==> src/design/decode_pkg.sv <==
package decode_pkg;

	////////////////////
	// widths and fixed registers
	////////////////////
	localparam int INSTR_W = 48;                       // full instruction word
	localparam int OPC_W   = 6;                        // opcode sits at [41:36]
	localparam int REG_W   = 6;                        // register address width
	localparam int IMM_W   = 15;                       // low bits carried as immediate

	localparam logic [REG_W-1:0] LINK_REG = 6'd15;     // JAL return address goes here
	localparam logic [REG_W-1:0] ZERO_REG = 6'd0;      // reads as zero, never bypassed

	////////////////////
	// opcodes
	////////////////////
	localparam logic [OPC_W-1:0] OPC_ADD  = 6'b000000;
	localparam logic [OPC_W-1:0] OPC_ADDZ = 6'b000001; // add only if zero flag set
	localparam logic [OPC_W-1:0] OPC_SUB  = 6'b000010;
	localparam logic [OPC_W-1:0] OPC_AND  = 6'b000011;
	localparam logic [OPC_W-1:0] OPC_NOR  = 6'b000100;
	localparam logic [OPC_W-1:0] OPC_SLL  = 6'b000101;
	localparam logic [OPC_W-1:0] OPC_SRL  = 6'b000110;
	localparam logic [OPC_W-1:0] OPC_SRA  = 6'b000111;
	localparam logic [OPC_W-1:0] OPC_LW   = 6'b001000;
	localparam logic [OPC_W-1:0] OPC_SW   = 6'b001001;
	localparam logic [OPC_W-1:0] OPC_LHB  = 6'b001010;
	localparam logic [OPC_W-1:0] OPC_LLB  = 6'b001011;
	localparam logic [OPC_W-1:0] OPC_BR   = 6'b001100;
	localparam logic [OPC_W-1:0] OPC_JAL  = 6'b001101;
	localparam logic [OPC_W-1:0] OPC_JR   = 6'b001110;
	localparam logic [OPC_W-1:0] OPC_HLT  = 6'b001111;
	localparam logic [OPC_W-1:0] OPC_ADDI = 6'b011000; // 6 bit zero extended immediate

	localparam logic [INSTR_W-1:0] RESET_INSTR = {6'b0, OPC_LLB, 36'b0}; // LLB R0 #0

	////////////////////
	// datapath selects
	////////////////////
	typedef enum logic [4:0] {
		ADD = 5'd0,
		SUB = 5'd1,
		AND = 5'd2,
		NOR = 5'd3,
		SLL = 5'd4,
		SRL = 5'd5,
		SRA = 5'd6,
		LHB = 5'd7                                     // merge imm into upper byte
	} alu_func_t;

	typedef enum logic [2:0] {
		RF2SRC0       = 3'd0,                          // register port 0
		IMM2SRC0      = 3'd1,                          // sign extended address offset
		IMM_BR2SRC0   = 3'd2,                          // branch displacement
		IMM_JMP2SRC0  = 3'd3,                          // jump displacement
		IMM2SRC0_6BZE = 3'd4                           // 6 bit zero extended imm
	} src0sel_t;

	typedef enum logic [1:0] {
		RF2SRC1  = 2'd0,                               // register port 1
		IMM2SRC1 = 2'd1,                               // byte immediate for LHB/LLB
		NPC2SRC1 = 2'd2                                // next pc for flow change
	} src1sel_t;

	////////////////////
	// instruction views
	////////////////////
	typedef struct packed {
		logic [5:0]       rsvd_hi;
		logic [OPC_W-1:0] opcode;
		logic [35:18]     rsvd_mid;
		logic [REG_W-1:0] dst;                         // [17:12]
		logic [REG_W-1:0] p1;                          // [11:6]
		logic [REG_W-1:0] p0;                          // [5:0]
	} r_form_t;

	typedef struct packed {
		logic [5:0]       rsvd_hi;
		logic [OPC_W-1:0] opcode;
		logic             rsvd_35;
		logic [2:0]       cc;                          // [34:32] branch condition
		logic [31:15]     rsvd_mid;
		logic [IMM_W-1:0] offset;                      // [14:0] immediate / displacement
	} b_form_t;

	typedef union packed {
		r_form_t r;
		b_form_t b;
	} instr_t;

	////////////////////
	// control bundles
	////////////////////
	typedef struct packed {
		logic             re0;
		logic             re1;
		logic [REG_W-1:0] p0_addr;
		logic [REG_W-1:0] p1_addr;
	} rf_read_t;

	typedef struct packed {
		logic             br_instr;
		logic             jmp_imm;
		logic             jmp_reg;
		alu_func_t        alu_func;
		src0sel_t         src0sel;
		src1sel_t         src1sel;
		logic             clk_z;                       // update zero flag
		logic             clk_nv;                      // update neg/ov flags
		logic [2:0]       cc;
		logic [IMM_W-1:0] imm;
	} ex_ctrl_t;

	typedef struct packed {
		logic dm_re;
		logic dm_we;
		logic jmp_imm;                                 // JAL steers dst mux
	} dm_ctrl_t;

	typedef struct packed {
		logic             rf_we;
		logic [REG_W-1:0] dst;
	} wb_ctrl_t;

	typedef struct packed {
		logic byp0_ex;
		logic byp0_dm;
		logic byp1_ex;
		logic byp1_dm;
	} byp_t;

	typedef struct packed {
		ex_ctrl_t ex;
		logic     dm_re;
		logic     dm_we;
		wb_ctrl_t wb;
		logic     hlt;
		logic     cond_ex;                             // ADDZ style conditional write
	} id_ctrl_t;

endpackage

==> src/design/bypass_ctrl.sv <==
module bypass_ctrl (
	input  logic                 clk,
	input  logic                 rst_n,
	input  decode_pkg::rf_read_t rf_rd,      // ports read by instr in decode
	input  decode_pkg::wb_ctrl_t wb_id_ex,   // writer one ahead
	input  decode_pkg::wb_ctrl_t wb_ex_dm,   // writer two ahead
	output decode_pkg::byp_t     byp         // forwarding selects for EX
);

	decode_pkg::byp_t byp_nxt;

	// r0 is hardwired so a match on it means nothing
	function automatic logic hit(input decode_pkg::wb_ctrl_t w,
		input logic [decode_pkg::REG_W-1:0] addr);
		hit = w.rf_we && (w.dst == addr) && (addr != decode_pkg::ZERO_REG);
	endfunction

	always_comb begin
		byp_nxt.byp0_ex = hit(wb_id_ex, rf_rd.p0_addr);
		byp_nxt.byp0_dm = hit(wb_ex_dm, rf_rd.p0_addr);  // ADDZ knock-down already applied
		byp_nxt.byp1_ex = hit(wb_id_ex, rf_rd.p1_addr);
		byp_nxt.byp1_dm = hit(wb_ex_dm, rf_rd.p1_addr);
	end

	// these sit alongside the other ID_EX flops
	always_ff @(posedge clk, negedge rst_n) begin
		if (!rst_n) begin
			byp <= '0;
		end else begin
			byp <= byp_nxt;
		end
	end

endmodule

==> src/design/hazard_unit.sv <==
module hazard_unit (
	input  logic                 clk,
	input  logic                 rst_n,
	input  logic                 flow_change_id_ex, // taken branch/jump in EX
	input  decode_pkg::rf_read_t rf_rd,             // reads of instr in decode
	input  decode_pkg::wb_ctrl_t wb_id_ex,          // dst of instr in EX
	input  logic                 dm_re_id_ex,       // instr in EX is a load
	input  logic                 hlt_id_ex,
	input  logic                 hlt_ex_dm,
	output logic                 flush,             // kill what enters ID_EX
	output logic                 load_use,          // insert one bubble
	output logic                 stall_im_id        // hold fetch and holding register
);

	logic flow_change_ex_dm;                        // flow change one stage later
	logic p0_hit;
	logic p1_hit;

	////////////////////
	// flow change pipe
	////////////////////
	// two instructions behind a taken branch are already fetched
	always_ff @(posedge clk, negedge rst_n) begin
		if (!rst_n) begin
			flow_change_ex_dm <= 1'b0;
		end else begin
			flow_change_ex_dm <= flow_change_id_ex;
		end
	end

	assign flush = flow_change_id_ex | flow_change_ex_dm |  // both wrong-path slots
		hlt_id_ex | hlt_ex_dm;                               // nothing runs past HLT

	////////////////////
	// load-use detect
	////////////////////
	assign p0_hit = rf_rd.re0 && (rf_rd.p0_addr == wb_id_ex.dst);  // enabled port only
	assign p1_hit = rf_rd.re1 && (rf_rd.p1_addr == wb_id_ex.dst);

	assign load_use = dm_re_id_ex & (p0_hit | p1_hit);  // data not ready until DM

	// sticky halt keeps fetch frozen until reset
	assign stall_im_id = load_use | hlt_id_ex;

endmodule

==> src/design/id_stage.sv <==
module id_stage (
	input  logic                 clk,
	input  logic                 rst_n,
	input  decode_pkg::instr_t   instr,             // held by IM while stalled
	input  logic                 zr_ex_dm,
	input  logic                 flow_change_id_ex,
	output decode_pkg::rf_read_t rf_rd,
	output decode_pkg::ex_ctrl_t ex_ctrl,
	output decode_pkg::dm_ctrl_t dm_ctrl,
	output decode_pkg::wb_ctrl_t wb,
	output decode_pkg::byp_t     byp,
	output logic                 hlt_dm_wb,
	output logic                 stall_im_id
);

	decode_pkg::id_ctrl_t id_ctrl;              // decode to ID_EX
	decode_pkg::wb_ctrl_t wb_id_ex;
	decode_pkg::wb_ctrl_t wb_ex_dm;
	logic                 dm_re_id_ex;
	logic                 hlt_id_ex;
	logic                 hlt_ex_dm;
	logic                 flush;
	logic                 load_use;

	instr_decode u_decode (
		.clk         (clk),
		.rst_n       (rst_n),
		.instr       (instr),
		.stall_im_id (stall_im_id),
		.rf_rd       (rf_rd),
		.id_ctrl     (id_ctrl)
	);

	hazard_unit u_hazard (
		.clk               (clk),
		.rst_n             (rst_n),
		.flow_change_id_ex (flow_change_id_ex),
		.rf_rd             (rf_rd),
		.wb_id_ex          (wb_id_ex),
		.dm_re_id_ex       (dm_re_id_ex),
		.hlt_id_ex         (hlt_id_ex),
		.hlt_ex_dm         (hlt_ex_dm),
		.flush             (flush),
		.load_use          (load_use),
		.stall_im_id       (stall_im_id)
	);

	pipe_ctrl u_pipe (
		.clk         (clk),
		.rst_n       (rst_n),
		.id_ctrl     (id_ctrl),
		.flush       (flush),
		.load_use    (load_use),
		.zr_ex_dm    (zr_ex_dm),
		.ex_ctrl     (ex_ctrl),
		.dm_ctrl     (dm_ctrl),
		.wb_id_ex    (wb_id_ex),
		.wb_ex_dm    (wb_ex_dm),
		.wb          (wb),
		.dm_re_id_ex (dm_re_id_ex),
		.hlt_id_ex   (hlt_id_ex),
		.hlt_ex_dm   (hlt_ex_dm),
		.hlt_dm_wb   (hlt_dm_wb)
	);

	bypass_ctrl u_bypass (
		.clk      (clk),
		.rst_n    (rst_n),
		.rf_rd    (rf_rd),
		.wb_id_ex (wb_id_ex),
		.wb_ex_dm (wb_ex_dm),
		.byp      (byp)
	);

endmodule

==> src/design/instr_decode.sv <==
module instr_decode (
	input  logic                 clk,
	input  logic                 rst_n,
	input  decode_pkg::instr_t   instr,        // straight from IM
	input  logic                 stall_im_id,  // hold the current word
	output decode_pkg::rf_read_t rf_rd,        // register file read controls
	output decode_pkg::id_ctrl_t id_ctrl       // everything ID_EX needs
);

	decode_pkg::instr_t instr_im_id;           // holding register

	////////////////////
	// holding register
	////////////////////
	always_ff @(posedge clk, negedge rst_n) begin
		if (!rst_n) begin
			instr_im_id <= decode_pkg::RESET_INSTR;    // harmless LLB R0 #0
		end else if (!stall_im_id) begin
			instr_im_id <= instr;
		end
	end

	////////////////////
	// opcode decode
	////////////////////
	// defaults cover the common register form and each opcode overrides
	always_comb begin
		rf_rd.re0     = 1'b0;
		rf_rd.re1     = 1'b0;
		rf_rd.p0_addr = instr_im_id.r.p0;
		rf_rd.p1_addr = instr_im_id.r.p1;

		id_ctrl            = '0;
		id_ctrl.ex.alu_func = decode_pkg::ADD;
		id_ctrl.ex.src0sel  = decode_pkg::RF2SRC0;
		id_ctrl.ex.src1sel  = decode_pkg::RF2SRC1;
		id_ctrl.ex.cc       = instr_im_id.b.cc;     // only meaningful for B
		id_ctrl.ex.imm      = instr_im_id.b.offset;
		id_ctrl.wb.dst      = instr_im_id.r.dst;

		case (instr_im_id.r.opcode)
			decode_pkg::OPC_ADD, decode_pkg::OPC_SUB: begin
				rf_rd.re0         = 1'b1;
				rf_rd.re1         = 1'b1;
				id_ctrl.wb.rf_we  = 1'b1;
				id_ctrl.ex.clk_z  = 1'b1;
				id_ctrl.ex.clk_nv = 1'b1;
				if (instr_im_id.r.opcode == decode_pkg::OPC_SUB)
					id_ctrl.ex.alu_func = decode_pkg::SUB;
			end
			decode_pkg::OPC_ADDZ: begin
				rf_rd.re0         = 1'b1;
				rf_rd.re1         = 1'b1;
				id_ctrl.wb.rf_we  = 1'b1;              // may be knocked down at EX_DM
				id_ctrl.ex.clk_z  = 1'b1;
				id_ctrl.ex.clk_nv = 1'b1;
				id_ctrl.cond_ex   = 1'b1;
			end
			decode_pkg::OPC_AND, decode_pkg::OPC_NOR: begin
				rf_rd.re0        = 1'b1;
				rf_rd.re1        = 1'b1;
				id_ctrl.wb.rf_we = 1'b1;
				id_ctrl.ex.clk_z = 1'b1;               // logic ops leave n/v alone
				id_ctrl.ex.alu_func = (instr_im_id.r.opcode == decode_pkg::OPC_AND) ?
					decode_pkg::AND : decode_pkg::NOR;
			end
			decode_pkg::OPC_SLL, decode_pkg::OPC_SRL, decode_pkg::OPC_SRA: begin
				rf_rd.re1        = 1'b1;               // shift amount comes from imm
				id_ctrl.wb.rf_we = 1'b1;
				id_ctrl.ex.clk_z = 1'b1;
				case (instr_im_id.r.opcode)
					decode_pkg::OPC_SLL: id_ctrl.ex.alu_func = decode_pkg::SLL;
					decode_pkg::OPC_SRL: id_ctrl.ex.alu_func = decode_pkg::SRL;
					default:             id_ctrl.ex.alu_func = decode_pkg::SRA;
				endcase
			end
			decode_pkg::OPC_LW: begin
				rf_rd.re1          = 1'b1;             // address base
				id_ctrl.ex.src0sel = decode_pkg::IMM2SRC0;
				id_ctrl.wb.rf_we   = 1'b1;
				id_ctrl.dm_re      = 1'b1;
			end
			decode_pkg::OPC_SW: begin
				rf_rd.re0          = 1'b1;             // store data
				rf_rd.re1          = 1'b1;             // address base
				rf_rd.p0_addr      = instr_im_id.r.dst;  // store data named in dst slot
				id_ctrl.ex.src0sel = decode_pkg::IMM2SRC0;
				id_ctrl.dm_we      = 1'b1;
			end
			decode_pkg::OPC_LHB: begin
				rf_rd.re0           = 1'b1;            // keep the low byte of dst
				rf_rd.p0_addr       = instr_im_id.r.dst;
				id_ctrl.ex.src1sel  = decode_pkg::IMM2SRC1;
				id_ctrl.ex.alu_func = decode_pkg::LHB;
				id_ctrl.wb.rf_we    = 1'b1;
			end
			decode_pkg::OPC_LLB: begin
				rf_rd.re0          = 1'b1;             // zero plus imm
				rf_rd.p0_addr      = decode_pkg::ZERO_REG;
				id_ctrl.ex.src1sel = decode_pkg::IMM2SRC1;
				id_ctrl.wb.rf_we   = 1'b1;
			end
			decode_pkg::OPC_BR: begin
				id_ctrl.ex.src0sel  = decode_pkg::IMM_BR2SRC0;
				id_ctrl.ex.src1sel  = decode_pkg::NPC2SRC1;
				id_ctrl.ex.br_instr = 1'b1;
			end
			decode_pkg::OPC_JAL: begin
				id_ctrl.ex.src0sel = decode_pkg::IMM_JMP2SRC0;
				id_ctrl.ex.src1sel = decode_pkg::NPC2SRC1;
				id_ctrl.ex.jmp_imm = 1'b1;
				id_ctrl.wb.rf_we   = 1'b1;             // next pc into link reg
				id_ctrl.wb.dst     = decode_pkg::LINK_REG;
			end
			decode_pkg::OPC_JR: begin
				rf_rd.re0          = 1'b1;             // zero plus target register
				rf_rd.p0_addr      = decode_pkg::ZERO_REG;
				rf_rd.re1          = 1'b1;
				id_ctrl.ex.jmp_reg = 1'b1;
			end
			decode_pkg::OPC_HLT: begin
				id_ctrl.hlt = 1'b1;
			end
			decode_pkg::OPC_ADDI: begin
				rf_rd.re1          = 1'b1;
				id_ctrl.ex.src0sel = decode_pkg::IMM2SRC0_6BZE;
				id_ctrl.wb.rf_we   = 1'b1;
				id_ctrl.ex.clk_z   = 1'b1;
				id_ctrl.ex.clk_nv  = 1'b1;
			end
			default: ;                                 // unused codes run as nop
		endcase
	end

endmodule

==> src/design/pipe_ctrl.sv <==
module pipe_ctrl (
	input  logic                 clk,
	input  logic                 rst_n,
	input  decode_pkg::id_ctrl_t id_ctrl,     // decode of holding register
	input  logic                 flush,
	input  logic                 load_use,
	input  logic                 zr_ex_dm,    // ALU zero flag for ADDZ
	output decode_pkg::ex_ctrl_t ex_ctrl,     // ID_EX controls
	output decode_pkg::dm_ctrl_t dm_ctrl,     // EX_DM controls
	output decode_pkg::wb_ctrl_t wb_id_ex,
	output decode_pkg::wb_ctrl_t wb_ex_dm,
	output decode_pkg::wb_ctrl_t wb,          // DM_WB register write
	output logic                 dm_re_id_ex,
	output logic                 hlt_id_ex,
	output logic                 hlt_ex_dm,
	output logic                 hlt_dm_wb    // register dump trigger
);

	decode_pkg::ex_ctrl_t ex_nxt;             // ex controls after kills
	decode_pkg::wb_ctrl_t wb_nxt;
	logic                 kill;               // flush or bubble
	logic                 dm_we_id_ex;
	logic                 cond_ex_id_ex;      // ADDZ in EX

	assign kill = flush | load_use;

	always_comb begin
		ex_nxt          = id_ctrl.ex;
		ex_nxt.br_instr = id_ctrl.ex.br_instr & ~flush;
		ex_nxt.jmp_imm  = id_ctrl.ex.jmp_imm & ~flush;
		ex_nxt.jmp_reg  = id_ctrl.ex.jmp_reg & ~flush;
		ex_nxt.clk_z    = id_ctrl.ex.clk_z & ~kill;    // a bubble must not touch flags
		ex_nxt.clk_nv   = id_ctrl.ex.clk_nv & ~kill;
		wb_nxt          = id_ctrl.wb;
		wb_nxt.rf_we    = id_ctrl.wb.rf_we & ~kill;
	end

	////////////////////
	// ID_EX
	////////////////////
	always_ff @(posedge clk, negedge rst_n) begin
		if (!rst_n) begin
			ex_ctrl       <= '0;
			wb_id_ex      <= '0;
			dm_re_id_ex   <= 1'b0;
			dm_we_id_ex   <= 1'b0;
			cond_ex_id_ex <= 1'b0;
		end else begin
			ex_ctrl       <= ex_nxt;
			wb_id_ex      <= wb_nxt;
			dm_re_id_ex   <= id_ctrl.dm_re & ~load_use;  // else a load on its own dst locks up
			dm_we_id_ex   <= id_ctrl.dm_we & ~kill;
			cond_ex_id_ex <= id_ctrl.cond_ex;
		end
	end

	////////////////////
	// EX_DM
	////////////////////
	always_ff @(posedge clk, negedge rst_n) begin
		if (!rst_n) begin
			wb_ex_dm <= '0;
			dm_ctrl  <= '0;
		end else begin
			wb_ex_dm.rf_we  <= wb_id_ex.rf_we & ~(cond_ex_id_ex & ~zr_ex_dm);  // ADDZ
			wb_ex_dm.dst    <= wb_id_ex.dst;
			dm_ctrl.dm_re   <= dm_re_id_ex;
			dm_ctrl.dm_we   <= dm_we_id_ex;
			dm_ctrl.jmp_imm <= ex_ctrl.jmp_imm;
		end
	end

	////////////////////
	// DM_WB and halt chain
	////////////////////
	always_ff @(posedge clk, negedge rst_n) begin
		if (!rst_n) begin
			wb        <= '0;
			hlt_id_ex <= 1'b0;
			hlt_ex_dm <= 1'b0;
			hlt_dm_wb <= 1'b0;
		end else begin
			wb        <= wb_ex_dm;
			hlt_id_ex <= hlt_id_ex | (id_ctrl.hlt & ~flush);  // sticky once seen
			hlt_ex_dm <= hlt_id_ex;
			hlt_dm_wb <= hlt_ex_dm;
		end
	end

endmodule

==> config.mk <==
export PLATFORM = sky130hd
export DESIGN_NAME = id_stage
export DESIGN_NICKNAME = d
export VERILOG_FILES = /design/src/design/decode_pkg.sv /design/src/design/bypass_ctrl.sv /design/src/design/hazard_unit.sv /design/src/design/id_stage.sv /design/src/design/instr_decode.sv /design/src/design/pipe_ctrl.sv
export SDC_FILE = /design/constraint.sdc
export NUM_CORES = 1
export LEC_CHECK = 0
export CORE_MARGIN = 2
export CORE_UTILIZATION = 65
export CTS_BUF_LIST = sky130_fd_sc_hd__clkbuf_8
export CTS_CLUSTER_DIAMETER = 150
export DETAILED_ROUTE_END_ITERATION = 8
export DONT_BUFFER_PORTS = 1
export GPL_TIMING_DRIVEN = 0
export HOLD_SLACK_MARGIN = 0.15
export PLACE_DENSITY_LB_ADDON = 0.08
export SYNTH_ARGS = -nofsm -noshare
export SYNTH_HDL_FRONTEND = slang
export SYNTH_SLANG_ARGS = --single-unit
==> constraint.sdc <==
create_clock -name clk -period 5.4 [get_ports clk]
set_input_delay 0.27 -clock clk [delete_from_list [all_inputs] [get_ports clk]]
set_output_delay 0.27 -clock clk [all_outputs]
set_load 0.02 [all_outputs]
======== Yosys cells after proc, flatten, opt, wreduce, memory -nomap -nowiden ========
Index checks and enable logic that the tools add are counted.
storage, ports and cells
  memories ................................ 0
  bits in writable memories ............... 0
  ROM bits ................................ 0
  word-level logic and storage cells ...... 123
  flip-flop bits (word level) ............. 110
  latch bits .............................. 0
operators by class
  $lt $le $gt $ge ......................... 0
  muxes and demuxes ....................... 20
  eq/ne operators ......................... 22
  multipliers ............................. 0
  shifts and indexed selects .............. 0
  bitwise gates (word level) .............. 24
  add/subtract/negate cells ............... 0
  divide/modulo/power cells ............... 0
  reduce and logical (&&, ||, !) cells .... 26
operator list
  cell                  number
  $eq A6 B4 Y1 const B  8
  $eq A6 B6 Y1          6
  $eq A6 B3 Y1 const B  4
  $pmux W5 S4           1
  $reduce_or A9 Y1      2
  $mux W1               14
  $reduce_or A2 Y1      7
  $reduce_or A13 Y1     1
  $and A1 B1 Y1         12
  $eq A6 B2 Y1 const B  2
  $pmux W3 S4           1
  $pmux W6 S2           1
  $reduce_bool A6 Y1    2
  $reduce_or A12 Y1     1
  $logic_and A1 B1 Y1   10
  $pmux W2 S2           2
  $or A1 B1 Y1          7
  $eq A6 B1 Y1 const B  1
  $eq A6 B5 Y1 const B  1
  $logic_not A6 Y1      1
  $mux W6               1
  $not A1 Y1            5
  $reduce_or A4 Y1      1
  $reduce_or A3 Y1      1

======== Longest topological paths before layout ========
  word-level depth ........................ 10
  mapped depth ............................ 8
  mapped depth without buffers ............ 6

======== Modules after synthesis ========
From an unflattened synthesis, not the netlist that was laid out.
second synthesis, totals
  cells, all modules ...................... 298
  area total of the unflattened synthesis .. 3918.8 um^2
by module, submodules not included
  module        instances  area an instance (um^2)  cells each
  pipe_ctrl     1          1656.6                   76
  instr_decode  1          1651.6                   157
  bypass_ctrl   1          410.4                    44
  hazard_unit   1          200.2                    21

======== Least setup slack after synthesis ========
No wires, ideal clock.
  path type ............................... register to output
  start ................................... reg u_decode.instr_im_id[39] in the netlist's numbering
  end ..................................... out stall_im_id
  data required time ...................... 5.130 ns
  cell stages (with the launch flop) ...... 9
  slack ................................... 2.917 ns
  data arrival time ....................... 2.213 ns
  path buffers ............................ 2
  cell sequence ........................... dfstp_2 > buf_2 > nand2b_1 > a211o_1 > a21oi_1 > a31o_1 > a31oi_4 > buf_6 > inv_1
RTL lines
  element                 line                RTL
  from (decl)             instr_decode.sv:10  decode_pkg::instr_t instr_im_id;
  from (signal assigned)  instr_decode.sv:17  instr_im_id <= decode_pkg::RESET_INSTR;
  from (signal assigned)  instr_decode.sv:19  instr_im_id <= instr;
  to (decl)               id_stage.sv:13      output logic stall_im_id

==> flow_summary_export.csv <==
group,metric,value,unit
outcome,status,"completed",
routing,wl,7660,microns
floorplanning,start_util,0.661,
routing,drt_iter0_markers,140,
routing,vias,2447,
routing,post_drt_wl_per_cell,18.3,microns
yosys,netlist_area,0.00384,sq mm
yosys,async_reset_ff_frac,1.00,
sta,setup_violations,0,
setup_path,crit_chain,"buf_2 > nand2b_1 > a211o_1 > a21oi_1 > a31o_1 > a31oi_4 > buf_6 > inv_1",
sta,worst_pin_slew,0.643,ns
clocking,clkTransAtPathRegs,0.09,ns
pwr,ir_worst_vdd,324,uV
global_route,grt_overflow_total,0,
yosys,synth-seq-cells,93,
pwr,p_leak,2.03,nW
sta,max_freq,0.318,GHz
setup_path,worstSetupStartpointType,"register",
clocking,hold_buffers,31,
clocking,cts-buffers-inserted,9,
setup_path,critPathCaptureType,"output pin",
clocking,post_cts_buffers,0,
clocking,cts_tree,"built",
routing,routed_via_density,5.84,
sta,slew_violations,0,
final_layout,drive_gt1_frac,0.209,
final_layout,antenna_cells,0,
sta,rsz0062_at_grt,"no",
sta,fin_crit,3.14,ns
yosys,synth_sequential_area_ratio,0.607,
global_route,grt_pass1_wl,12200,microns
placed_design,pre_cts_ws,2.62,ns
sta,fin_setup_tns,0,ns
setup_path,rr_worst_depth,8,
hold_path,hold_depth,2,
clocking,clock_latency,0.36,ns
final_layout,nets,391,
pwr,p_per_area,424,mW/mm^2
global_route,grt_max_degree,94,
final_layout,final_cell_mix,"90 x dfrtp_1, 30 x dlygate4sd3_1, 19 x mux2_4",
setup_path,cpPeakStageDelay,0.53,ns
yosys,synth-edff-count,0,
sta,min_period_over_period,0.582,
yosys,synth_flop_cell,"dfrtp_1",
routing,dr.pass1.iters,4,
setup_path,path_class,"register to output pin",
global_route,grt_pass1_vias,2438,
setup_path,cp_num_buf_inv,3,
routing,postRouteAntennaNets,0,
placed_design,place_congestion,0.887,
clocking,clockRootBuffer,"clkbuf_8",
routing,drc,0,
yosys,synth_cell_types,53,
clocking,cts_resized,0,
final_layout,fill_cells,383,
sta,finalHoldViolations,0,
sta,relSlewSlack,0.571,
floorplanning,io_pins,115,
global_route,antenna_found_initial,0,
run,maxCapViolCount,0,
floorplanning,die_y,80.9,microns
yosys,yosysWarnings,0,
sta,final.setup.worst_slack,2.26,ns
placed_design,port_buffers,0,
setup_path,cpMaxStageDelayCell,"dfstp_2",
setup_path,cp.arrival,2.87,ns
final_layout,layout_commonest_cell,"dfrtp_1",
global_route,gr-usage-all-layers,0.253,
setup_path,cp_num_cells,8,
clocking,h-tree-depth,3,
final_layout,area_growth_syn_to_layout,16.5,%
floorplanning,dieWidth,80.9,microns
setup_path,worstPathMaxFanout,10,
placed_design,hpwl,5000,microns
yosys,syn_inst,296,
yosys,synth_top_cell_by_area,"dfrtp_1",
yosys,synth_top_area_share,0.586,
setup_path,cp_top_family,"compound AO/OA/AOI/OAI gates",
setup_path,cp.required,5.13,ns
hold_path,hp-class,"input port to register",
clocking,clock_path_buffers,2,
sta,fin_skew,0.00900,ns
clocking,cts.sinks,93,
yosys,synth.avg_cell_area,13.0,sq um
floorplanning,core-area,0.00582,sq mm
floorplanning,dieArea,0.00654,sq mm
yosys,synth.area.top_cells,"dfrtp_1 59%, mux2_4 7.4%, xnor2_1 3.6%",
floorplanning,core.rowCount,28,
==> metrics by stage <==
step	utilization	cells	area, sq um	total power, W	hold slack (ns)
global placement	0.677	372	3940	0.00139	-0.0237
CTS	0.770	419	4480	0.00191	0.205
detailed placement	0.677	372	3940	0.00140	-0.0237
floorplan	-	297	3850	0.00131	-0.0256
global route	0.770	419	4480	0.00199	0.249
finish	0.770	419	4480	0.00190	0.214
==> registers in the layout, indices dropped and copies added, names as in the netlist, 3 cells and up <==
| register | cells |
|---|---|
| u_bypass.byp | 4 |
| u_decode.instr_im_id | 27 |
| u_pipe.dm_ctrl | 3 |
| u_pipe.ex_ctrl | 31 |
| u_pipe.wb | 7 |
| u_pipe.wb_ex_dm | 7 |
| u_pipe.wb_id_ex | 7 |
==> kinds of logic (layout without fill, tap and decap cells) <==
group	Yosys count	after routing	synth area share
flip-flops	93	93	0.607
XOR/XNOR	19	19	0.0433
AO/OA/AOI/OAI	42	42	0.0834
buffers and inverters	28	75	0.0410
multiplexers	26	26	0.0944
other	1	2	0.000976
AND/OR/NAND/NOR	87	87	0.130
==> synthesized netlist by cell type, types with 2 or more instances <==
master	count
a21boi_0	2
clkbuf_1	6
nor4b_4	2
buf_6	2
nor2b_1	2
or2_2	6
o21ai_0	9
dfstp_2	3
dfrtp_1	90
mux2_4	19
xnor2_1	16
a211o_1	2
or3_1	4
a21oi_1	7
and3_1	7
nand4_1	4
nor4_1	7
or4_1	2
nor2_1	13
and2_1	2
inv_1	7
nor3_1	7
a2111oi_0	2
a21boi_1	2
buf_4	9
buf_2	3
xor2_1	3
mux2_2	6
nand2b_1	5
nand2_1	14
o21ai_1	2
nand3_1	9
a211oi_2	2
==> worst reg2reg max path, stage by stage, from the launching register on <==
cell and delay (ns):
dfstp_2 0.53, buf_2 0.19, nand2b_1 0.13, a211o_1 0.30, a21oi_1 0.53, a31o_1 0.34
a31oi_4 0.10, buf_6 0.23, mux2_4 0.31
==> final cells by class <==
type                       count  area (sq um)  share of cell area
inverter                       7          26.3             0.00587
buffer                        21           131              0.0293
sequential                    93          2330               0.521
timing repair buffer          31           328              0.0732
clock buffer                  11           151              0.0338
clock inverter                 5          58.8              0.0131
tap                           75          93.8              0.0210
multi-input combinational    176          1360               0.303
==> report_power, final <==
group	total (W)	internal (W)	leakage, nW	switching (W)
sequential	0.000956	0.000806	1.14	0.000150
clock	0.000474	0.000239	0.102	0.000235
combinational	0.000468	0.000213	0.787	0.000255
==> worst paths after layout <==
| path | startpoint | endpoint | slack [ns] |
|---|---|---|---|
| worst max-delay path | u_decode.instr_im_id[39] | stall_im_id | 2.26 |
| worst min-delay path | flow_change_id_ex | u_pipe.ex_ctrl[31] | 0.21 |
| worst max register to register | u_decode.instr_im_id[39] | u_decode.instr_im_id[14] | 2.62 |
| worst min register to register | u_pipe.dm_we_id_ex | u_pipe.dm_ctrl[1] | 0.36 |
| max in group asynchronous | rst_n | u_decode.instr_im_id[37] | 4.53 |
| min in group asynchronous | rst_n | u_pipe.ex_ctrl[6] | 0.51 |
==> routing by layer <==
| layer | up-vias | routed length (microns) | part of all wire | global-route usage |
|---|---|---|---|---|
| li1 | 1119 | - | - | - |
| met1 | 1198 | 3290 | 0.43 | 0.337 |
| met2 | 110 | 3680 | 0.48 | 0.389 |
| met3 | 20 | 521 | 0.068 | 0.0700 |
| met4 | 0 | 174 | 0.023 | 0.112 |
| met5 | - | 0 | 0 | 0 |
Note: power is estimated with default switching activity, not from simulation.
